--- config.mk ---
export PLATFORM = sky130hd
export DESIGN_NAME = qu_back_end
export DESIGN_NICKNAME = d
export VERILOG_FILES = /design/src/design/qu_common_pkg.sv /design/src/design/qu_uop_pkg.sv /design/src/design/qu_res_station.sv /design/src/design/qu_schedule.sv /design/src/design/qu_fifo.sv /design/src/design/qu_execute.sv /design/src/design/qu_result.sv /design/src/design/qu_back_end.sv
export VERILOG_INCLUDE_DIRS = /design/src /design/src/design
export SDC_FILE = /design/constraint.sdc
export NUM_CORES = 1
export LEC_CHECK = 0
export BUFFER_PORTS_ARGS = -buffer_cell sky130_fd_sc_hd__buf_4
export CAP_MARGIN = 20
export CORE_AREA = 4 4 360 362
export CTS_CLUSTER_SIZE = 10
export DETAILED_ROUTE_END_ITERATION = 6
export DIE_AREA = 0 0 364 366
export GPL_TIMING_DRIVEN = 0
export HOLD_SLACK_MARGIN = 0.12
export PLACE_DENSITY_LB_ADDON = 0.15
export SETUP_SLACK_MARGIN = 0.02
export SYNTH_ARGS = -nofsm -noshare
export SYNTH_HDL_FRONTEND = slang
export SYNTH_SLANG_ARGS = --single-unit
--- constraint.sdc ---
create_clock -name clk -period 7.9 [get_ports clk]
set_clock_uncertainty 0.2 [all_clocks]
set_input_delay 0.395 -clock clk [delete_from_list [all_inputs] [get_ports clk]]
set_output_delay 0.395 -clock clk [all_outputs]
set_load 0.03 [all_outputs]
--- src/design/qu_defs.svh ---
`ifndef QU_DEFS_SVH
`define QU_DEFS_SVH

// Operand and result width
`define QU_XLEN 32

// Destination tag width
`define QU_TAG_W 4

// Reservation station slots
`define QU_RS_DEPTH 4

// Entries in the FIFO between scheduler and execute
`define QU_FIFO_DEPTH 4

`endif

--- src/design/qu_common_pkg.sv ---
`default_nettype none

`include "qu_defs.svh"

package qu_common_pkg;

    typedef logic [`QU_XLEN-1:0] word_t;                  // Operand or result
    typedef logic [`QU_TAG_W-1:0] tag_t;                  // Destination tag
    typedef logic [$clog2(`QU_RS_DEPTH)-1:0] rs_addr_t;   // Station slot index

endpackage

`default_nettype wire

--- src/design/qu_uop_pkg.sv ---
`default_nettype none

`include "qu_defs.svh"

package qu_uop_pkg;

    typedef enum logic [2:0] {
        OP_ADD = 3'd0,
        OP_SUB = 3'd1,
        OP_AND = 3'd2,
        OP_OR  = 3'd3,
        OP_XOR = 3'd4,
        OP_SLL = 3'd5,
        OP_SRL = 3'd6,
        OP_SLT = 3'd7
    } opcode_t;

    // Packed layout, MSB first: opcode, src1, src2, tag
    localparam int OPCODE_W = $bits(opcode_t);
    localparam int UOP_TAG_LSB = 0;
    localparam int UOP_SRC2_LSB = UOP_TAG_LSB + `QU_TAG_W;
    localparam int UOP_SRC1_LSB = UOP_SRC2_LSB + `QU_XLEN;
    localparam int UOP_OP_LSB = UOP_SRC1_LSB + `QU_XLEN;
    localparam int UOP_W = UOP_OP_LSB + OPCODE_W;          // 71 bits

endpackage

`default_nettype wire

--- src/design/qu_res_station.sv ---
`timescale 1ns/1ns
`default_nettype none

`include "qu_defs.svh"

module qu_res_station (
    input  logic                       clk,
    input  logic                       reset,

    input  logic                       dispatch_valid,
    input  qu_uop_pkg::opcode_t        dispatch_opcode,
    input  qu_common_pkg::word_t       dispatch_src1,
    input  qu_common_pkg::word_t       dispatch_src2,
    input  qu_common_pkg::tag_t        dispatch_tag,
    output logic                       dispatch_ready,

    input  qu_common_pkg::rs_addr_t    rd1_addr,
    input  qu_common_pkg::rs_addr_t    rd2_addr,
    input  qu_common_pkg::rs_addr_t    rd3_addr,
    input  qu_common_pkg::rs_addr_t    rd4_addr,
    output logic                       rd1_valid,
    output logic                       rd2_valid,
    output logic                       rd3_valid,
    output logic                       rd4_valid,
    output qu_uop_pkg::opcode_t        rd1_opcode,
    output qu_uop_pkg::opcode_t        rd2_opcode,
    output qu_uop_pkg::opcode_t        rd3_opcode,
    output qu_uop_pkg::opcode_t        rd4_opcode,
    output qu_common_pkg::word_t       rd1_src1,
    output qu_common_pkg::word_t       rd2_src1,
    output qu_common_pkg::word_t       rd3_src1,
    output qu_common_pkg::word_t       rd4_src1,
    output qu_common_pkg::word_t       rd1_src2,
    output qu_common_pkg::word_t       rd2_src2,
    output qu_common_pkg::word_t       rd3_src2,
    output qu_common_pkg::word_t       rd4_src2,
    output qu_common_pkg::tag_t        rd1_tag,
    output qu_common_pkg::tag_t        rd2_tag,
    output qu_common_pkg::tag_t        rd3_tag,
    output qu_common_pkg::tag_t        rd4_tag,

    input  logic                       issue_clear,
    input  qu_common_pkg::rs_addr_t    issue_addr
);

    logic [`QU_RS_DEPTH-1:0] slot_valid;
    qu_uop_pkg::opcode_t     slot_opcode [`QU_RS_DEPTH];
    qu_common_pkg::word_t    slot_src1 [`QU_RS_DEPTH];
    qu_common_pkg::word_t    slot_src2 [`QU_RS_DEPTH];
    qu_common_pkg::tag_t     slot_tag [`QU_RS_DEPTH];
    qu_common_pkg::rs_addr_t free_addr;
    logic                    dispatch_fire;

    // Lowest-numbered free slot wins
    always_comb begin
        free_addr = '0;
        for (int i = `QU_RS_DEPTH - 1; i >= 0; i--) begin
            if (!slot_valid[i]) free_addr = qu_common_pkg::rs_addr_t'(i);
        end
    end

    assign dispatch_ready = ~&slot_valid;
    assign dispatch_fire = dispatch_valid & dispatch_ready;

    // Issued slot is valid and the free slot is not, so they never collide
    always_ff @(posedge clk) begin
        if (reset) begin
            slot_valid <= '0;
        end else begin
            if (issue_clear) slot_valid[issue_addr] <= 1'b0;
            if (dispatch_fire) slot_valid[free_addr] <= 1'b1;
        end
    end

    always_ff @(posedge clk) begin
        if (dispatch_fire) begin
            slot_opcode[free_addr] <= dispatch_opcode;
            slot_src1[free_addr] <= dispatch_src1;
            slot_src2[free_addr] <= dispatch_src2;
            slot_tag[free_addr] <= dispatch_tag;
        end
    end

    assign rd1_valid = slot_valid[rd1_addr];
    assign rd2_valid = slot_valid[rd2_addr];
    assign rd3_valid = slot_valid[rd3_addr];
    assign rd4_valid = slot_valid[rd4_addr];
    assign rd1_opcode = slot_opcode[rd1_addr];
    assign rd2_opcode = slot_opcode[rd2_addr];
    assign rd3_opcode = slot_opcode[rd3_addr];
    assign rd4_opcode = slot_opcode[rd4_addr];
    assign rd1_src1 = slot_src1[rd1_addr];
    assign rd2_src1 = slot_src1[rd2_addr];
    assign rd3_src1 = slot_src1[rd3_addr];
    assign rd4_src1 = slot_src1[rd4_addr];
    assign rd1_src2 = slot_src2[rd1_addr];
    assign rd2_src2 = slot_src2[rd2_addr];
    assign rd3_src2 = slot_src2[rd3_addr];
    assign rd4_src2 = slot_src2[rd4_addr];
    assign rd1_tag = slot_tag[rd1_addr];
    assign rd2_tag = slot_tag[rd2_addr];
    assign rd3_tag = slot_tag[rd3_addr];
    assign rd4_tag = slot_tag[rd4_addr];

endmodule

`default_nettype wire

--- src/design/qu_schedule.sv ---
`timescale 1ns/1ns
`default_nettype none

module qu_schedule (
    input  logic                          clk,
    input  logic                          reset,
    input  logic                          en,

    output qu_common_pkg::rs_addr_t       rd1_addr,
    output qu_common_pkg::rs_addr_t       rd2_addr,
    output qu_common_pkg::rs_addr_t       rd3_addr,
    output qu_common_pkg::rs_addr_t       rd4_addr,
    input  logic                          rd1_valid,
    input  logic                          rd2_valid,
    input  logic                          rd3_valid,
    input  logic                          rd4_valid,
    input  qu_uop_pkg::opcode_t           rd1_opcode,
    input  qu_uop_pkg::opcode_t           rd2_opcode,
    input  qu_uop_pkg::opcode_t           rd3_opcode,
    input  qu_uop_pkg::opcode_t           rd4_opcode,
    input  qu_common_pkg::word_t          rd1_src1,
    input  qu_common_pkg::word_t          rd2_src1,
    input  qu_common_pkg::word_t          rd3_src1,
    input  qu_common_pkg::word_t          rd4_src1,
    input  qu_common_pkg::word_t          rd1_src2,
    input  qu_common_pkg::word_t          rd2_src2,
    input  qu_common_pkg::word_t          rd3_src2,
    input  qu_common_pkg::word_t          rd4_src2,
    input  qu_common_pkg::tag_t           rd1_tag,
    input  qu_common_pkg::tag_t           rd2_tag,
    input  qu_common_pkg::tag_t           rd3_tag,
    input  qu_common_pkg::tag_t           rd4_tag,

    input  logic                          fifo_full,
    output logic                          issue_clear,
    output qu_common_pkg::rs_addr_t       issue_addr,
    output logic                          fifo_wr_en,
    output logic [qu_uop_pkg::UOP_W-1:0]  fifo_data
);

    qu_common_pkg::rs_addr_t prio_ptr;
    logic                    sel_valid;
    qu_common_pkg::rs_addr_t sel_addr;
    qu_uop_pkg::opcode_t     sel_opcode;
    qu_common_pkg::word_t    sel_src1;
    qu_common_pkg::word_t    sel_src2;
    qu_common_pkg::tag_t     sel_tag;
    logic                    issue;

    // Port 1 looks at the pointer, the others follow with wrap
    assign rd1_addr = prio_ptr;
    assign rd2_addr = prio_ptr + qu_common_pkg::rs_addr_t'(1);
    assign rd3_addr = prio_ptr + qu_common_pkg::rs_addr_t'(2);
    assign rd4_addr = prio_ptr + qu_common_pkg::rs_addr_t'(3);

    always_comb begin
        sel_valid = 1'b1;
        sel_addr = rd1_addr;
        sel_opcode = rd1_opcode;
        sel_src1 = rd1_src1;
        sel_src2 = rd1_src2;
        sel_tag = rd1_tag;
        if (rd1_valid) begin
            sel_addr = rd1_addr;
        end else if (rd2_valid) begin
            sel_addr = rd2_addr;
            sel_opcode = rd2_opcode;
            sel_src1 = rd2_src1;
            sel_src2 = rd2_src2;
            sel_tag = rd2_tag;
        end else if (rd3_valid) begin
            sel_addr = rd3_addr;
            sel_opcode = rd3_opcode;
            sel_src1 = rd3_src1;
            sel_src2 = rd3_src2;
            sel_tag = rd3_tag;
        end else if (rd4_valid) begin
            sel_addr = rd4_addr;
            sel_opcode = rd4_opcode;
            sel_src1 = rd4_src1;
            sel_src2 = rd4_src2;
            sel_tag = rd4_tag;
        end else begin
            sel_valid = 1'b0;                   // Station empty
        end
    end

    assign issue = en & ~fifo_full & sel_valid;

    assign issue_clear = issue;
    assign issue_addr = sel_addr;
    assign fifo_wr_en = issue;
    assign fifo_data = {sel_opcode, sel_src1, sel_src2, sel_tag};

    // Slot after the issued one gets top priority next, so none starves
    always_ff @(posedge clk) begin
        if (reset) begin
            prio_ptr <= '0;
        end else if (issue) begin
            prio_ptr <= sel_addr + qu_common_pkg::rs_addr_t'(1);
        end
    end

endmodule

`default_nettype wire

--- src/design/qu_fifo.sv ---
`timescale 1ns/1ns
`default_nettype none

module qu_fifo #(
    parameter int WIDTH = 8,
    parameter int DEPTH = 4
) (
    input  logic             clk,
    input  logic             reset,
    input  logic             wr_en,
    input  logic [WIDTH-1:0] data_in,
    input  logic             rd_en,
    output logic [WIDTH-1:0] data_out,
    output logic             empty,
    output logic             full
);

    localparam int PTR_W = (DEPTH > 1) ? $clog2(DEPTH) : 1;
    localparam int CNT_W = $clog2(DEPTH + 1);

    logic [WIDTH-1:0] mem [DEPTH];
    logic [PTR_W-1:0] wr_ptr;
    logic [PTR_W-1:0] rd_ptr;
    logic [CNT_W-1:0] count;
    logic             do_wr;
    logic             do_rd;

    assign empty = (count == '0);
    assign full = (count == CNT_W'(DEPTH));
    assign do_wr = wr_en & ~full;
    assign do_rd = rd_en & ~empty;

    assign data_out = mem[rd_ptr];              // Show-ahead head

    always_ff @(posedge clk) begin
        if (reset) begin
            wr_ptr <= '0;
            rd_ptr <= '0;
            count <= '0;
        end else begin
            if (do_wr) wr_ptr <= (wr_ptr == PTR_W'(DEPTH - 1)) ? '0 : wr_ptr + 1'b1;
            if (do_rd) rd_ptr <= (rd_ptr == PTR_W'(DEPTH - 1)) ? '0 : rd_ptr + 1'b1;
            if (do_wr && !do_rd) begin
                count <= count + 1'b1;
            end else if (do_rd && !do_wr) begin
                count <= count - 1'b1;
            end
        end
    end

    always_ff @(posedge clk) begin
        if (do_wr) mem[wr_ptr] <= data_in;
    end

endmodule

`default_nettype wire

--- src/design/qu_execute.sv ---
`timescale 1ns/1ns
`default_nettype none

module qu_execute (
    input  logic [qu_uop_pkg::UOP_W-1:0] uop,
    output qu_common_pkg::word_t         value,
    output qu_common_pkg::tag_t          tag
);

    qu_uop_pkg::opcode_t  opcode;
    qu_common_pkg::word_t src1;
    qu_common_pkg::word_t src2;
    logic [4:0]           shamt;

    assign opcode = qu_uop_pkg::opcode_t'(uop[qu_uop_pkg::UOP_OP_LSB +: qu_uop_pkg::OPCODE_W]);
    assign src1 = uop[qu_uop_pkg::UOP_SRC1_LSB +: $bits(qu_common_pkg::word_t)];
    assign src2 = uop[qu_uop_pkg::UOP_SRC2_LSB +: $bits(qu_common_pkg::word_t)];
    assign tag = uop[qu_uop_pkg::UOP_TAG_LSB +: $bits(qu_common_pkg::tag_t)];
    assign shamt = src2[4:0];                   // Upper bits ignored

    always_comb begin
        case (opcode)
            qu_uop_pkg::OP_ADD: value = src1 + src2;
            qu_uop_pkg::OP_SUB: value = src1 - src2;
            qu_uop_pkg::OP_AND: value = src1 & src2;
            qu_uop_pkg::OP_OR:  value = src1 | src2;
            qu_uop_pkg::OP_XOR: value = src1 ^ src2;
            qu_uop_pkg::OP_SLL: value = src1 << shamt;
            qu_uop_pkg::OP_SRL: value = src1 >> shamt;
            qu_uop_pkg::OP_SLT: begin
                value = '0;
                value[0] = ($signed(src1) < $signed(src2));
            end
            default: value = '0;
        endcase
    end

endmodule

`default_nettype wire

--- src/design/qu_result.sv ---
`timescale 1ns/1ns
`default_nettype none

module qu_result (
    input  logic                 clk,
    input  logic                 reset,
    input  logic                 capture,
    input  qu_common_pkg::word_t value_in,
    input  qu_common_pkg::tag_t  tag_in,
    output logic                 result_valid,
    output qu_common_pkg::word_t result_value,
    output qu_common_pkg::tag_t  result_tag
);

    // One pulse per pop
    always_ff @(posedge clk) begin
        if (reset) begin
            result_valid <= 1'b0;
        end else begin
            result_valid <= capture;
        end
    end

    always_ff @(posedge clk) begin
        if (capture) begin
            result_value <= value_in;
            result_tag <= tag_in;
        end
    end

endmodule

`default_nettype wire

--- src/design/qu_back_end.sv ---
`timescale 1ns/1ns
`default_nettype none

`include "qu_defs.svh"

module qu_back_end (
    input  logic                 clk,
    input  logic                 reset,
    input  logic                 schedule_en,

    input  logic                 dispatch_valid,
    input  qu_uop_pkg::opcode_t  dispatch_opcode,
    input  qu_common_pkg::word_t dispatch_src1,
    input  qu_common_pkg::word_t dispatch_src2,
    input  qu_common_pkg::tag_t  dispatch_tag,
    output logic                 dispatch_ready,

    output logic                 result_valid,
    output qu_common_pkg::word_t result_value,
    output qu_common_pkg::tag_t  result_tag
);

    qu_common_pkg::rs_addr_t     rd1_addr, rd2_addr, rd3_addr, rd4_addr;
    logic                        rd1_valid, rd2_valid, rd3_valid, rd4_valid;
    qu_uop_pkg::opcode_t         rd1_opcode, rd2_opcode, rd3_opcode, rd4_opcode;
    qu_common_pkg::word_t        rd1_src1, rd2_src1, rd3_src1, rd4_src1;
    qu_common_pkg::word_t        rd1_src2, rd2_src2, rd3_src2, rd4_src2;
    qu_common_pkg::tag_t         rd1_tag, rd2_tag, rd3_tag, rd4_tag;

    logic                        issue_clear;
    qu_common_pkg::rs_addr_t     issue_addr;
    logic                        fifo_wr_en;
    logic [qu_uop_pkg::UOP_W-1:0] fifo_wr_data;
    logic [qu_uop_pkg::UOP_W-1:0] fifo_head;
    logic                        fifo_empty;
    logic                        fifo_full;
    logic                        fifo_rd_en;
    qu_common_pkg::word_t        exec_value;
    qu_common_pkg::tag_t         exec_tag;

    assign fifo_rd_en = ~fifo_empty;            // Pop whenever data is present

    qu_res_station u_res_station (
        .clk(clk), .reset(reset),
        .dispatch_valid(dispatch_valid), .dispatch_opcode(dispatch_opcode),
        .dispatch_src1(dispatch_src1), .dispatch_src2(dispatch_src2),
        .dispatch_tag(dispatch_tag), .dispatch_ready(dispatch_ready),
        .rd1_addr(rd1_addr), .rd2_addr(rd2_addr), .rd3_addr(rd3_addr), .rd4_addr(rd4_addr),
        .rd1_valid(rd1_valid), .rd2_valid(rd2_valid),
        .rd3_valid(rd3_valid), .rd4_valid(rd4_valid),
        .rd1_opcode(rd1_opcode), .rd2_opcode(rd2_opcode),
        .rd3_opcode(rd3_opcode), .rd4_opcode(rd4_opcode),
        .rd1_src1(rd1_src1), .rd2_src1(rd2_src1), .rd3_src1(rd3_src1), .rd4_src1(rd4_src1),
        .rd1_src2(rd1_src2), .rd2_src2(rd2_src2), .rd3_src2(rd3_src2), .rd4_src2(rd4_src2),
        .rd1_tag(rd1_tag), .rd2_tag(rd2_tag), .rd3_tag(rd3_tag), .rd4_tag(rd4_tag),
        .issue_clear(issue_clear), .issue_addr(issue_addr)
    );

    qu_schedule u_schedule (
        .clk(clk), .reset(reset), .en(schedule_en),
        .rd1_addr(rd1_addr), .rd2_addr(rd2_addr), .rd3_addr(rd3_addr), .rd4_addr(rd4_addr),
        .rd1_valid(rd1_valid), .rd2_valid(rd2_valid),
        .rd3_valid(rd3_valid), .rd4_valid(rd4_valid),
        .rd1_opcode(rd1_opcode), .rd2_opcode(rd2_opcode),
        .rd3_opcode(rd3_opcode), .rd4_opcode(rd4_opcode),
        .rd1_src1(rd1_src1), .rd2_src1(rd2_src1), .rd3_src1(rd3_src1), .rd4_src1(rd4_src1),
        .rd1_src2(rd1_src2), .rd2_src2(rd2_src2), .rd3_src2(rd3_src2), .rd4_src2(rd4_src2),
        .rd1_tag(rd1_tag), .rd2_tag(rd2_tag), .rd3_tag(rd3_tag), .rd4_tag(rd4_tag),
        .fifo_full(fifo_full),
        .issue_clear(issue_clear), .issue_addr(issue_addr),
        .fifo_wr_en(fifo_wr_en), .fifo_data(fifo_wr_data)
    );

    qu_fifo #(
        .WIDTH(qu_uop_pkg::UOP_W),
        .DEPTH(`QU_FIFO_DEPTH)
    ) u_fifo (
        .clk(clk), .reset(reset),
        .wr_en(fifo_wr_en), .data_in(fifo_wr_data),
        .rd_en(fifo_rd_en), .data_out(fifo_head),
        .empty(fifo_empty), .full(fifo_full)
    );

    qu_execute u_execute (
        .uop(fifo_head),
        .value(exec_value),
        .tag(exec_tag)
    );

    qu_result u_result (
        .clk(clk), .reset(reset),
        .capture(fifo_rd_en),
        .value_in(exec_value), .tag_in(exec_tag),
        .result_valid(result_valid),
        .result_value(result_value),
        .result_tag(result_tag)
    );

endmodule

`default_nettype wire

* After elaboration in Yosys (flattened, before gate mapping) *
Memory sizes are Yosys's and may differ from the RTL's. A register that Yosys moved wholly into a read port is not among the register bits.
Cells that the tools add are included.

word-level totals
  input bits = 75
  word-level logic and storage cells = 128
  output and inout bits = 38
  register bits = 50
  memory bits (writable) = 568
  memories kept = 5

memory list
  name                       words  bits a word  rd ports  clocked after Yosys merged registers in  write ports  RTL line              RTL
  u_fifo.mem                 4      71           1         1                                        1            qu_fifo.sv:21         logic [WIDTH-1:0] mem [DEPTH];
  u_res_station.slot_src1    4      32           4         1                                        1            qu_res_station.sv:48  qu_common_pkg::word_t slot_src1 [`QU_RS_DEPTH];
  u_res_station.slot_src2    4      32           4         1                                        1            qu_res_station.sv:49  qu_common_pkg::word_t slot_src2 [`QU_RS_DEPTH];
  u_res_station.slot_tag     4      4            4         1                                        1            qu_res_station.sv:50  qu_common_pkg::tag_t slot_tag [`QU_RS_DEPTH];
  u_res_station.slot_opcode  4      3            4         1                                        1            qu_res_station.sv:47  qu_uop_pkg::opcode_t slot_opcode [`QU_RS_DEPTH];

operators by class
  order comparisons = 9
  muxes and demuxes = 62
  add/sub/neg operators = 10
  reductions and logical operators = 10
  shift operators = 2
  equal/unequal tests = 10
  bitwise gates (word level) = 12

operators by type and width
  cell                   count
  $mux W32               8
  $pmux W32 S8           1
  $mux W2                20
  $add A32 B32 Y32       1
  $and A32 B32 Y32       1
  $lt A32 B32 Y1         1
  $or A32 B32 Y32        1
  $shl A32 B5 Y32        1
  $shr A32 B5 Y32        1
  $sub A32 B32 Y32       1
  $xor A32 B32 Y32       1
  $mux W4                7
  $lt A2 B3 Y1 const B   6
  $mux W3                6
  $eq A3 B3 Y1 const B   5
  $mux W1                14
  $add A2 B1 Y2 const B  4
  $bmux W1 S2            4
  $eq A3 B2 Y1 const B   2
  $logic_not A3 Y1       2
  $add A2 B2 Y2 const B  2
  $and A1 B1 Y1          4
  $and A4 B4 Y4          1
  $demux W1 S2           2
  other kinds (12)       19

* Depth between registers and ports, before layout *
Gate-level depths: netlist of the first run.

  word-level depth = 17
  mapped depth = 19
  mapped depth without buffers = 14

* Modules after synthesis *
A second synthesis of the first run with hierarchy kept.

second synthesis, totals
  cells, all modules = 2656
  area, all modules = 38071.5 sq um

modules (own cells, without submodules)
  module          sequential area each (sq um)  times used  cells an instance  area each (sq um)
  qu_res_station  8608.3                        1           661                16027.9
  qu_fifo         8708.4                        1           421                10719.0
  qu_execute      0.0                           1           1169               8064.0
  qu_schedule     40.0                          1           366                2142.1
  qu_result       1101.1                        1           38                 1114.8
  qu_back_end     0.0                           1           1                  3.8

* Worst setup path before layout of the first run *
No wires, ideal clock.

  path kind = register to register
  from = reg u_res_station.slot_valid[0]
  to = mem u_res_station.slot_opcode[2][0] (netlist bit) (enable)
  cell stages (with the launch flop) = 4
  data required time = 7.095 ns
  arrival time = 6.051 ns
  setup slack = 1.044 ns
  clock period less this slack = 6.856 ns
  setup time = 0.605 ns
  buffers on the path = 1
  path through = dfxtp_1 > clkbuf_1 > nand2_1 > nor3b_1

between the ends
  cells in the longest elaborated chain, start to end = 5
  elaborated cells between the ends (all ways) = 6
  those cells by class = mux (3); bitwise (1); reduce/logical (2)

RTL lines
  what                             RTL line              RTL
  start, declared                  qu_res_station.sv:46  logic [`QU_RS_DEPTH-1:0] slot_valid;
  start signal, assigned           qu_res_station.sv:68  slot_valid <= '0;
  start signal, assigned by index  qu_res_station.sv:70  if (issue_clear) slot_valid[issue_addr] <= 1'b0;
  start signal, assigned by index  qu_res_station.sv:71  if (dispatch_fire) slot_valid[free_addr] <= 1'b1;
  $reduce_and A4 Y1                qu_res_station.sv:62  assign dispatch_ready = ~&slot_valid;
  $logic_not A1 Y1                 qu_res_station.sv:62
  $and A1 B1 Y1                    qu_res_station.sv:63  assign dispatch_fire = dispatch_valid & dispatch_ready;
  $mux W1                          qu_res_station.sv:76  if (dispatch_fire) begin
  $mux W1 (implied by the code)    qu_res_station.sv:77  slot_opcode[free_addr] <= dispatch_opcode;
  end, declared                    qu_res_station.sv:47

Parallel ways exist; a longest one is shown, timed or not.

==> results of run 1 <==
routing by layer:
metal | track usage | vias up | wire, um
met2 | 0.324 | 1227 | 64000
li1 | - | 13200 | -
met1 | 0.279 | 14700 | 60800
met5 | 0 | - | 27
met3 | 0.0370 | 302 | 9490
met4 | 0.0894 | 4 | 6780
repair_timing:
item	CTS	global route
hold buffers	74	0
setup endpoints to repair	0	0
hold endpoints to repair	303	0
power groups by stage:
stage / clock [mW] / combinational (mW) / sequential (mW)
floorplan: 0 / 6.83 / 4.64
global placement: 0 / 11.2 / 4.47
detailed placement: 0 / 11.2 / 4.45
CTS: 3.44 / 11.3 / 4.38
global route: 3.58 / 12.2 / 4.40
finish: 3.32 / 11.5 / 4.38
path summary, 6_finish.rpt:
check | endpoint | cells past startpoint
min | u_res_station.slot_tag[3][1] | 2
min reg2reg | u_fifo.count[2] | 2
max | u_result.result_value[0] | 16
max reg2reg | u_result.result_value[0] | 16
stage by stage:
stage | total power [mW] | instances | utilization
after global routing | 20.1 | 5223 | 0.349
after detailed placement | 15.6 | 5024 | 0.324
after CTS | 19.1 | 5223 | 0.349
after floorplan | 11.5 | 3216 | -
final | 19.2 | 5226 | 0.349
after global placement | 15.7 | 4990 | 0.320
registers in the layout (all words and copies together) (netlist names), named ones only:
register	cells
u_result.result_valid	1
u_fifo.mem	284
u_schedule.rd1_addr	2
u_result.result_tag	4
u_res_station.slot_opcode	12
u_res_station.slot_src1	128
u_fifo.count	3
u_res_station.slot_tag	16
u_res_station.slot_src2	128
u_fifo.rd_ptr	2
u_result.result_value	32
u_res_station.slot_valid	4
u_fifo.wr_ptr	2
area by class of cell:
class / instances / area (um^2) / area share
Antenna cell: 3 / 7.51 / 0.000170
Buffer: 269 / 1150 / 0.0261
Clock buffer: 105 / 2150 / 0.0486
Clock inverter: 20 / 189 / 0.00428
Inverter: 109 / 409 / 0.00926
Multi-Input combinational cell: 2216 / 17600 / 0.398
Sequential cell: 622 / 18500 / 0.419
Tap cell: 1662 / 2080 / 0.0471
Timing Repair Buffer: 220 / 2100 / 0.0476
cell usage in the layout (no fill, tap or decap), types with 29 or more instances in the layout:
master	Yosys	final
sky130_fd_sc_hd__a21oi_1	286	286
sky130_fd_sc_hd__a221oi_1	152	152
sky130_fd_sc_hd__buf_1	37	37
sky130_fd_sc_hd__buf_4	6	121
sky130_fd_sc_hd__buf_6	12	29
sky130_fd_sc_hd__clkbuf_1	189	210
sky130_fd_sc_hd__clkbuf_16	0	81
sky130_fd_sc_hd__dlygate4sd3_1	0	74
sky130_fd_sc_hd__edfxtp_1	604	604
sky130_fd_sc_hd__ha_1	107	107
sky130_fd_sc_hd__inv_1	104	103
sky130_fd_sc_hd__mux2i_1	384	384
sky130_fd_sc_hd__mux4_2	140	140
sky130_fd_sc_hd__nand2_1	302	302
sky130_fd_sc_hd__nor2_1	248	247
sky130_fd_sc_hd__nor3_1	43	42
sky130_fd_sc_hd__o21ai_0	71	70
sky130_fd_sc_hd__o21ai_1	38	39
sky130_fd_sc_hd__o22a_1	76	76
synth_stat cells (18+ instances only):
master	number
sky130_fd_sc_hd__nand2_1	302
sky130_fd_sc_hd__a221oi_1	152
sky130_fd_sc_hd__inv_1	104
sky130_fd_sc_hd__buf_1	37
sky130_fd_sc_hd__a21oi_1	286
sky130_fd_sc_hd__o22a_1	76
sky130_fd_sc_hd__mux2i_1	384
sky130_fd_sc_hd__nor3_1	43
sky130_fd_sc_hd__clkbuf_1	189
sky130_fd_sc_hd__buf_2	25
sky130_fd_sc_hd__edfxtp_1	604
sky130_fd_sc_hd__ha_1	107
sky130_fd_sc_hd__o21ai_0	71
sky130_fd_sc_hd__a211oi_1	19
sky130_fd_sc_hd__nand3_1	23
sky130_fd_sc_hd__dfxtp_1	18
sky130_fd_sc_hd__nor2_1	248
sky130_fd_sc_hd__o21ai_1	38
sky130_fd_sc_hd__mux4_2	140
sky130_fd_sc_hd__o221ai_1	22
sky130_fd_sc_hd__o211ai_1	25
cell families (layout without fill, tap and decap cells):
group / Yosys count / after routing / share of synthesized area
AO/OA/AOI/OAI: 857 / 857 / 0.157
multiplexers: 541 / 541 / 0.191
AND/OR/NAND/NOR: 695 / 695 / 0.0778
adder cells (fa/ha/maj): 110 / 110 / 0.0372
XOR/XNOR: 13 / 13 / 0.00303
other: 0 / 3 / 0
flip-flops: 622 / 622 / 0.492
buffers and inverters: 378 / 723 / 0.0416
==> metrics.log, run 1 <==
INFO  metric status = finished with violations
INFO  metric violations = design-rule violations
INFO  metric static-leakage-power = between 10 and 15 nW
INFO  metric number_of_i_o_pins = 113
INFO  metric intPower = ~10 mW
INFO  metric number_of_warnings_issued_by_yosys = 0
INFO  metric synth_top_cell_area_share = 0.482
INFO  metric finish.net_count = 3702
INFO  metric dp_worst_setup_slack = between 1 and 1.5 ns
INFO  metric drc_violations = 1
INFO  metric critical_path_data_required_time = 8.01 ns
INFO  metric route.detailed.wl_per_inst = roughly 27 um
INFO  metric actual_transition_at_the_worst_max_transition_pin = 1.07 ns
INFO  metric crit_family = compound AO/OA/AOI/OAI gates
INFO  metric cts_buffers = 79
INFO  metric final.setup.tns = 0 ns
INFO  metric period_minus_slack = approximately 6.6 ns
INFO  metric synth_area_per_cell = ~12 um^2
INFO  metric die_height = roughly 370 um
INFO  metric synthesized_area = 37600 um^2
INFO  metric cpPeakStageDelay = 0.88 ns
INFO  metric sequential_share_of_power = 0.228
INFO  metric first_global_vias = around 29000
INFO  metric worst_slack = 1.27 ns
INFO  metric setup.worst_path.end_class = flop
INFO  metric numPortBuffers = 112
INFO  metric drt-initial-drc-count = around 3100
INFO  metric yosysTopAreaCell = sky130_fd_sc_hd__edfxtp_1
INFO  metric routed_wl = around 140000 um
INFO  metric post_drt_via_cell_ratio = ~5.6
INFO  metric routed-via-count = 29500
INFO  metric critPathLaunchType = flop
INFO  metric share_of_post_route_cells_with_drive_strength_above_1 = 0.133
INFO  metric grt_pass1_wl = ~200000 um
INFO  metric clkLatencyLatePin = approximately 0.68 ns
INFO  metric buffer_cell_driving_the_clock_tree_root = sky130_fd_sc_hd__clkbuf_16
INFO  metric globalplace.congestion = approximately 0.99
INFO  metric die_x = roughly 360 um
INFO  metric grt_antenna_before_repair = 3
INFO  metric cts_resized = 0
INFO  metric clkSlewWorstSetupHoldPaths = 0.06 ns
INFO  metric global_route.usage.total = 0.207
INFO  metric report.final.slew_viol_count = 0
INFO  metric place_area = 41100 um^2
INFO  metric postRouteAntennaNets = 0
INFO  metric synth_cell_types = 90
INFO  metric sinks_on_clock_net = 622
INFO  metric ys_seq_area_frac = 0.492
INFO  metric worst_ir_drop_vdd = roughly 200 uV
INFO  metric postSynthRegisterBits = just over 600
INFO  metric stdcell_area = 44200 um^2
INFO  metric maxClockFrequency = roughly 150 MHz
INFO  metric finalCritPeriodShare = 0.839
INFO  metric post_cts_buffers = 0
INFO  metric sw_frac_of_total = 0.489
INFO  metric r2r_setup_slack = between 1 and 1.5 ns
INFO  metric timing.critical_path.mode_cell = sky130_fd_sc_hd__buf_6
INFO  metric dominant_cells_by_area_after_synthesis = sky130_fd_sc_hd__edfxtp_1, sky130_fd_sc_hd__mux2i_1, sky130_fd_sc_hd__mux4_2
INFO  metric area_enclosed_by_the_die_boundary = between 100000 and 150000 um^2
INFO  metric synthCells = roughly 3200
INFO  metric cts_tree = done
INFO  metric globalRouteOverflowTotal = 0
INFO  metric syn_nets = approximately 3400
INFO  metric worst_ep_arrival_time = between 6 and 7 ns
INFO  metric clk_path_buf_depth = 3
INFO  metric htree_num_levels = 3
INFO  metric primary_ff_master_synth = sky130_fd_sc_hd__edfxtp_1
INFO  metric power_density = between 400 and 500 nW/um^2
INFO  metric detailed_place_hpwl = a little over 100000 um
INFO  metric net_switching_component_of_the_power = between 9 and 10 mW
INFO  metric clock_power_share = 0.173
INFO  metric floorplan.initialDensity = 0.297
INFO  metric worstPathMaxFanout = 10
INFO  metric cp_cell_sequence = buf_6 > buf_6 > buf_6 > buf_1 > mux4_2 > inv_1 > ha_1 > clkbuf_1 > a221oi_1 > nor2_1 > a21boi_1 > o2111ai_1 > a31o_2 > a21oi_1 > o31ai_1 > a31oi_1
INFO  metric comb_power_share = 0.599
INFO  metric holdWs = 0.263 ns
INFO  metric flow.area_growth_from_synthesis = 17.4%
INFO  metric synth-edff-count = between 600 and 700
INFO  metric grt_start_max_net_pins = 50
INFO  metric drv.max_cap_violation_count = 0
INFO  metric timing.final.hold_violations = 0
INFO  metric dr.pass1.iters = 7
INFO  metric timing.max_slew.rel_slack = 0.283
INFO  metric critical_path.n_buffers_inverters = 6
INFO  metric rows = between 100 and 150
INFO  metric filler_cell_count = around 13000
INFO  metric rsz0062_at_grt = no
INFO  metric hp-start = dispatch_tag[1]
INFO  metric fp.coreArea = roughly 130000 um^2
INFO  metric worstHoldPathType = primary input to flop
INFO  metric cp_slowest_cell = sky130_fd_sc_hd__o31ai_1
INFO  metric path_type_of_the_worst_setup_path = flop to flop
INFO  metric synth-async-reset-ratio = 0
INFO  metric setup_violations = 0
No activity file was read; power rests on OpenSTA's default activity.
==> run 2: changes to the inputs <==
ABC_AREA = 1   (was unset)
CORE_AREA = 4 4 370 372   (was 4 4 360 362)
DIE_AREA = 0 0 374 376   (was 0 0 364 366)
clock period = 5.79 ns   (was 7.9 ns; I/O delays follow)
==> run 2 against run 1 <==
Synthesized cell count is 52% higher; critical path type unchanged; critical endpoint unchanged; the flow now finishes without violations; die area is 5.6% higher; clock-buffer cell count stayed put; core utilization is 0.28 points higher; largest cell class unchanged; fmax is 25% higher; first-iteration DRC count is 33% higher.
==> metrics.log, run 2 <==
INFO  metric report.final.slew_viol_count = 0
INFO  metric worst_ep_arrival_time = approximately 5.6 ns
INFO  metric synthesized_area = roughly 40000 um^2
INFO  metric synth_top_cell_area_share = 0.455
INFO  metric dpl.cell_count = a little under 7000
INFO  metric synth_area_per_cell = roughly 8 um^2
INFO  metric globalRouteOverflowTotal = 0
INFO  metric postRouteAntennaNets = 0
INFO  metric hold-path-endpoint = u_res_station.slot_src2[1][10]
INFO  metric holdWs = ~0.17 ns
INFO  metric largest_register_ff_count = around 280
INFO  metric filler_cell_count = about 14000
INFO  metric grt_start_max_net_pins = 33
INFO  metric worstPathMaxFanout = 10
INFO  metric cts_buffers = 77
INFO  metric numPortBuffers = 111
INFO  metric final-instance-count-excl-fill = roughly 7000
INFO  metric grt_antenna_before_repair = 3
INFO  metric routed-via-count = 37400
INFO  metric sinks_on_clock_net = 622
INFO  metric setup_violations = 0
INFO  metric synth-async-reset-ratio = 0
INFO  metric number_of_warnings_issued_by_yosys = 0
INFO  metric rows = roughly 130
INFO  metric clk_path_buf_depth = 3
INFO  metric grt_pass1_wl = approximately 240000 um
INFO  metric path_type_of_the_worst_setup_path = flop to flop
INFO  metric place_area = ~44000 um^2
INFO  metric global_route.usage.total = 0.227
INFO  metric finish.net_count = 5376
INFO  metric area_enclosed_by_the_die_boundary = 141000 um^2
INFO  metric stdcell_area = about 47000 um^2
INFO  metric multiInputGateArea = about 18000 um^2
INFO  metric actual_transition_at_the_worst_max_transition_pin = ~1.1 ns
INFO  metric critPathLaunchType = flop
INFO  metric r2r_setup_slack = between 0.4 and 0.5 ns
INFO  metric synth.cells.most_frequent = sky130_fd_sc_hd__nand2_1, sky130_fd_sc_hd__edfxtp_1, sky130_fd_sc_hd__nand3_1
INFO  metric syn_nets = 5068
INFO  metric number_of_i_o_pins = 113
INFO  metric critical_path_data_required_time = ~6.1 ns
INFO  metric dominant_cells_by_area_after_synthesis = sky130_fd_sc_hd__edfxtp_1, sky130_fd_sc_hd__nand2_1, sky130_fd_sc_hd__nand3_1
INFO  metric drv.max_cap_violation_count = 0
INFO  metric flow.area_growth_from_synthesis = 17.5%
INFO  metric timing.final.hold_violations = 0
INFO  metric clkLatencyLatePin = ~0.66 ns
INFO  metric worstHoldPathType = primary input to flop
INFO  metric largest-register = u_fifo.mem
INFO  metric primary_ff_master_synth = sky130_fd_sc_hd__edfxtp_1
INFO  metric period_minus_slack = roughly 5.3 ns
INFO  metric die_x = approximately 370 um
INFO  metric clkSlewWorstSetupHoldPaths = roughly 0.06 ns
INFO  metric cts_hold_repair.buffers = 93
INFO  metric globalplace.congestion = ~1.0
INFO  metric share_of_post_route_cells_with_drive_strength_above_1 = 0.106
INFO  metric floorplan.initialDensity = 0.299
INFO  metric layout.cells.most_common = sky130_fd_sc_hd__nand2_1
INFO  metric ys_seq_area_frac = 0.464
INFO  metric drt-initial-drc-count = around 4000
INFO  metric route.detailed.wl_per_inst = around 24 um
INFO  metric layout_top_registers = u_fifo.mem x284, u_res_station.slot_src1 x128, u_res_station.slot_src2 x128
INFO  metric yosysTopAreaCell = sky130_fd_sc_hd__edfxtp_1
INFO  metric htree_num_levels = 3
INFO  metric buffer_cell_driving_the_clock_tree_root = sky130_fd_sc_hd__clkbuf_16
INFO  metric setup.worst_path.end_class = flop
INFO  metric synth_cell_types = 58
INFO  metric hold-path-cell-count = 2
INFO  metric hp-start = dispatch_src2[10]
INFO  metric timing.max_slew.rel_slack = 0.293
INFO  metric synthCells = ~4900
INFO  metric first_global_vias = approximately 35000
INFO  metric synth.most_common_cell = sky130_fd_sc_hd__nand2_1
INFO  metric cts_resized = 0
INFO  metric routed_wl = between 150000 and 200000 um
INFO  metric reg2regPathDepth = 21
INFO  metric area.sequential = between 15000 and 20000 um^2
INFO  metric post_cts_buffers = 0
INFO  metric drc_violations = 0
INFO  metric postSynthRegisterBits = 622
INFO  metric cts_tree = done
INFO  metric die_height = 376 um
INFO  metric maxClockFrequency = between 150 and 200 MHz
INFO  metric detailed_place_hpwl = ~120000 um
INFO  metric final_cell_mix = sky130_fd_sc_hd__nand2_1, sky130_fd_sc_hd__edfxtp_1, sky130_fd_sc_hd__nand3_1
INFO  metric finalCritPeriodShare = 0.917
INFO  metric fp.coreArea = roughly 130000 um^2
INFO  metric worstReg2RegEnd = u_result.result_value[0]
INFO  metric synth-edff-count = 604
INFO  metric post_drt_via_cell_ratio = about 5.3
INFO  metric status = complete, no violations
INFO  metric dr.pass1.iters = 6
INFO  metric final_core_util = 0.351
INFO  metric rsz0062_at_grt = no
-- run 2: changes by cell type in the layout (fill, tap and decap cells not counted), sizes merged, moves of 126 or more --
cell,previous run,this run
mux4,140,0
o21ai,111,408
a221oi,152,0
nand3,23,538
a21oi,289,149
nand2,302,1432
nor2,249,375
inv,113,398
mux2i,385,71
-- run 2: cells by family after synthesis --
logic type,count (synthesis),share of synthesized area
buffers and inverters,713,0.0797
AO/OA/AOI/OAI,848,0.126
XOR/XNOR,19,0.00417
multiplexers,71,0.0178
flip-flops,622,0.464
adder cells (fa/ha/maj),110,0.0351
AND/OR/NAND/NOR,2500,0.273
-- run 2: critical path, stage by stage (launching register included) --
cell,delay [ns]
sky130_fd_sc_hd__dfxtp_1,0.30
sky130_fd_sc_hd__buf_4,0.17
sky130_fd_sc_hd__inv_2,0.08
sky130_fd_sc_hd__buf_4,0.19
sky130_fd_sc_hd__buf_2,0.35
sky130_fd_sc_hd__buf_1,0.48
sky130_fd_sc_hd__clkbuf_1,0.51
sky130_fd_sc_hd__a32oi_1,0.31
sky130_fd_sc_hd__inv_1,0.14
sky130_fd_sc_hd__ha_1,0.23
sky130_fd_sc_hd__clkbuf_1,0.26
sky130_fd_sc_hd__o21ai_0,0.46
sky130_fd_sc_hd__a21oi_1,0.12
sky130_fd_sc_hd__nand2_1,0.17
sky130_fd_sc_hd__nand2_1,0.10
sky130_fd_sc_hd__nand2_1,0.15
sky130_fd_sc_hd__nand3_1,0.12
sky130_fd_sc_hd__nand2_1,0.08
sky130_fd_sc_hd__nand2_1,0.05
sky130_fd_sc_hd__a21oi_1,0.37
sky130_fd_sc_hd__nor2_1,0.09
sky130_fd_sc_hd__nor2_1,0.19
-- run 2: layout make-up --
cell class / instances / area share
flip-flops and latches: 622 / 0.395
multi-input cells: 3548 / 0.390
repair buffers: 229 / 0.0495
well taps: 1768 / 0.0472
clock buffers: 105 / 0.0440
plain buffers: 314 / 0.0356
inverters: 399 / 0.0322
clock inverters: 18 / 0.00673
diodes: 2 / 0.000107
-- run 2: through the flow --
| step | setup slack (ns) | TNS (ns) |
|---|---|---|
| after floorplan | 0.813 | 0 |
| after global placement | -2.61 | -1237.89 |
| after detailed placement | 0.512 | 0 |
| after CTS | 0.506 | 0 |
| after global routing | 0.0581 | 0 |
| final | 0.480 | 0 |
-- run 2: metal layers --
metal	up-vias	GRT usage	part of all wire
li1	17400	-	-
met1	17900	0.310	0.43
met2	1712	0.355	0.44
met4	4	0.105	0.053
met3	383	0.0336	0.073
met5	-	0	0.00016
-- run 2: how the worst max path moves through the flow --
stage / cells after the start / to / startpoint
floorplan: 12 / u_fifo.mem[0][0] / u_schedule.rd1_addr[0]
global placement: 12 / u_fifo.mem[1][49] / u_schedule.rd1_addr[0]
detailed placement: 18 / u_result.result_value[21] / flop
CTS: 18 / u_result.result_value[21] / flop
global route: 18 / u_result.result_value[21] / flop
finish: 21 / u_result.result_value[0] / flop
Power of run 2 is not shown: default switching activity piles up to over one toggle a cycle in this logic, so the estimate is an artifact.
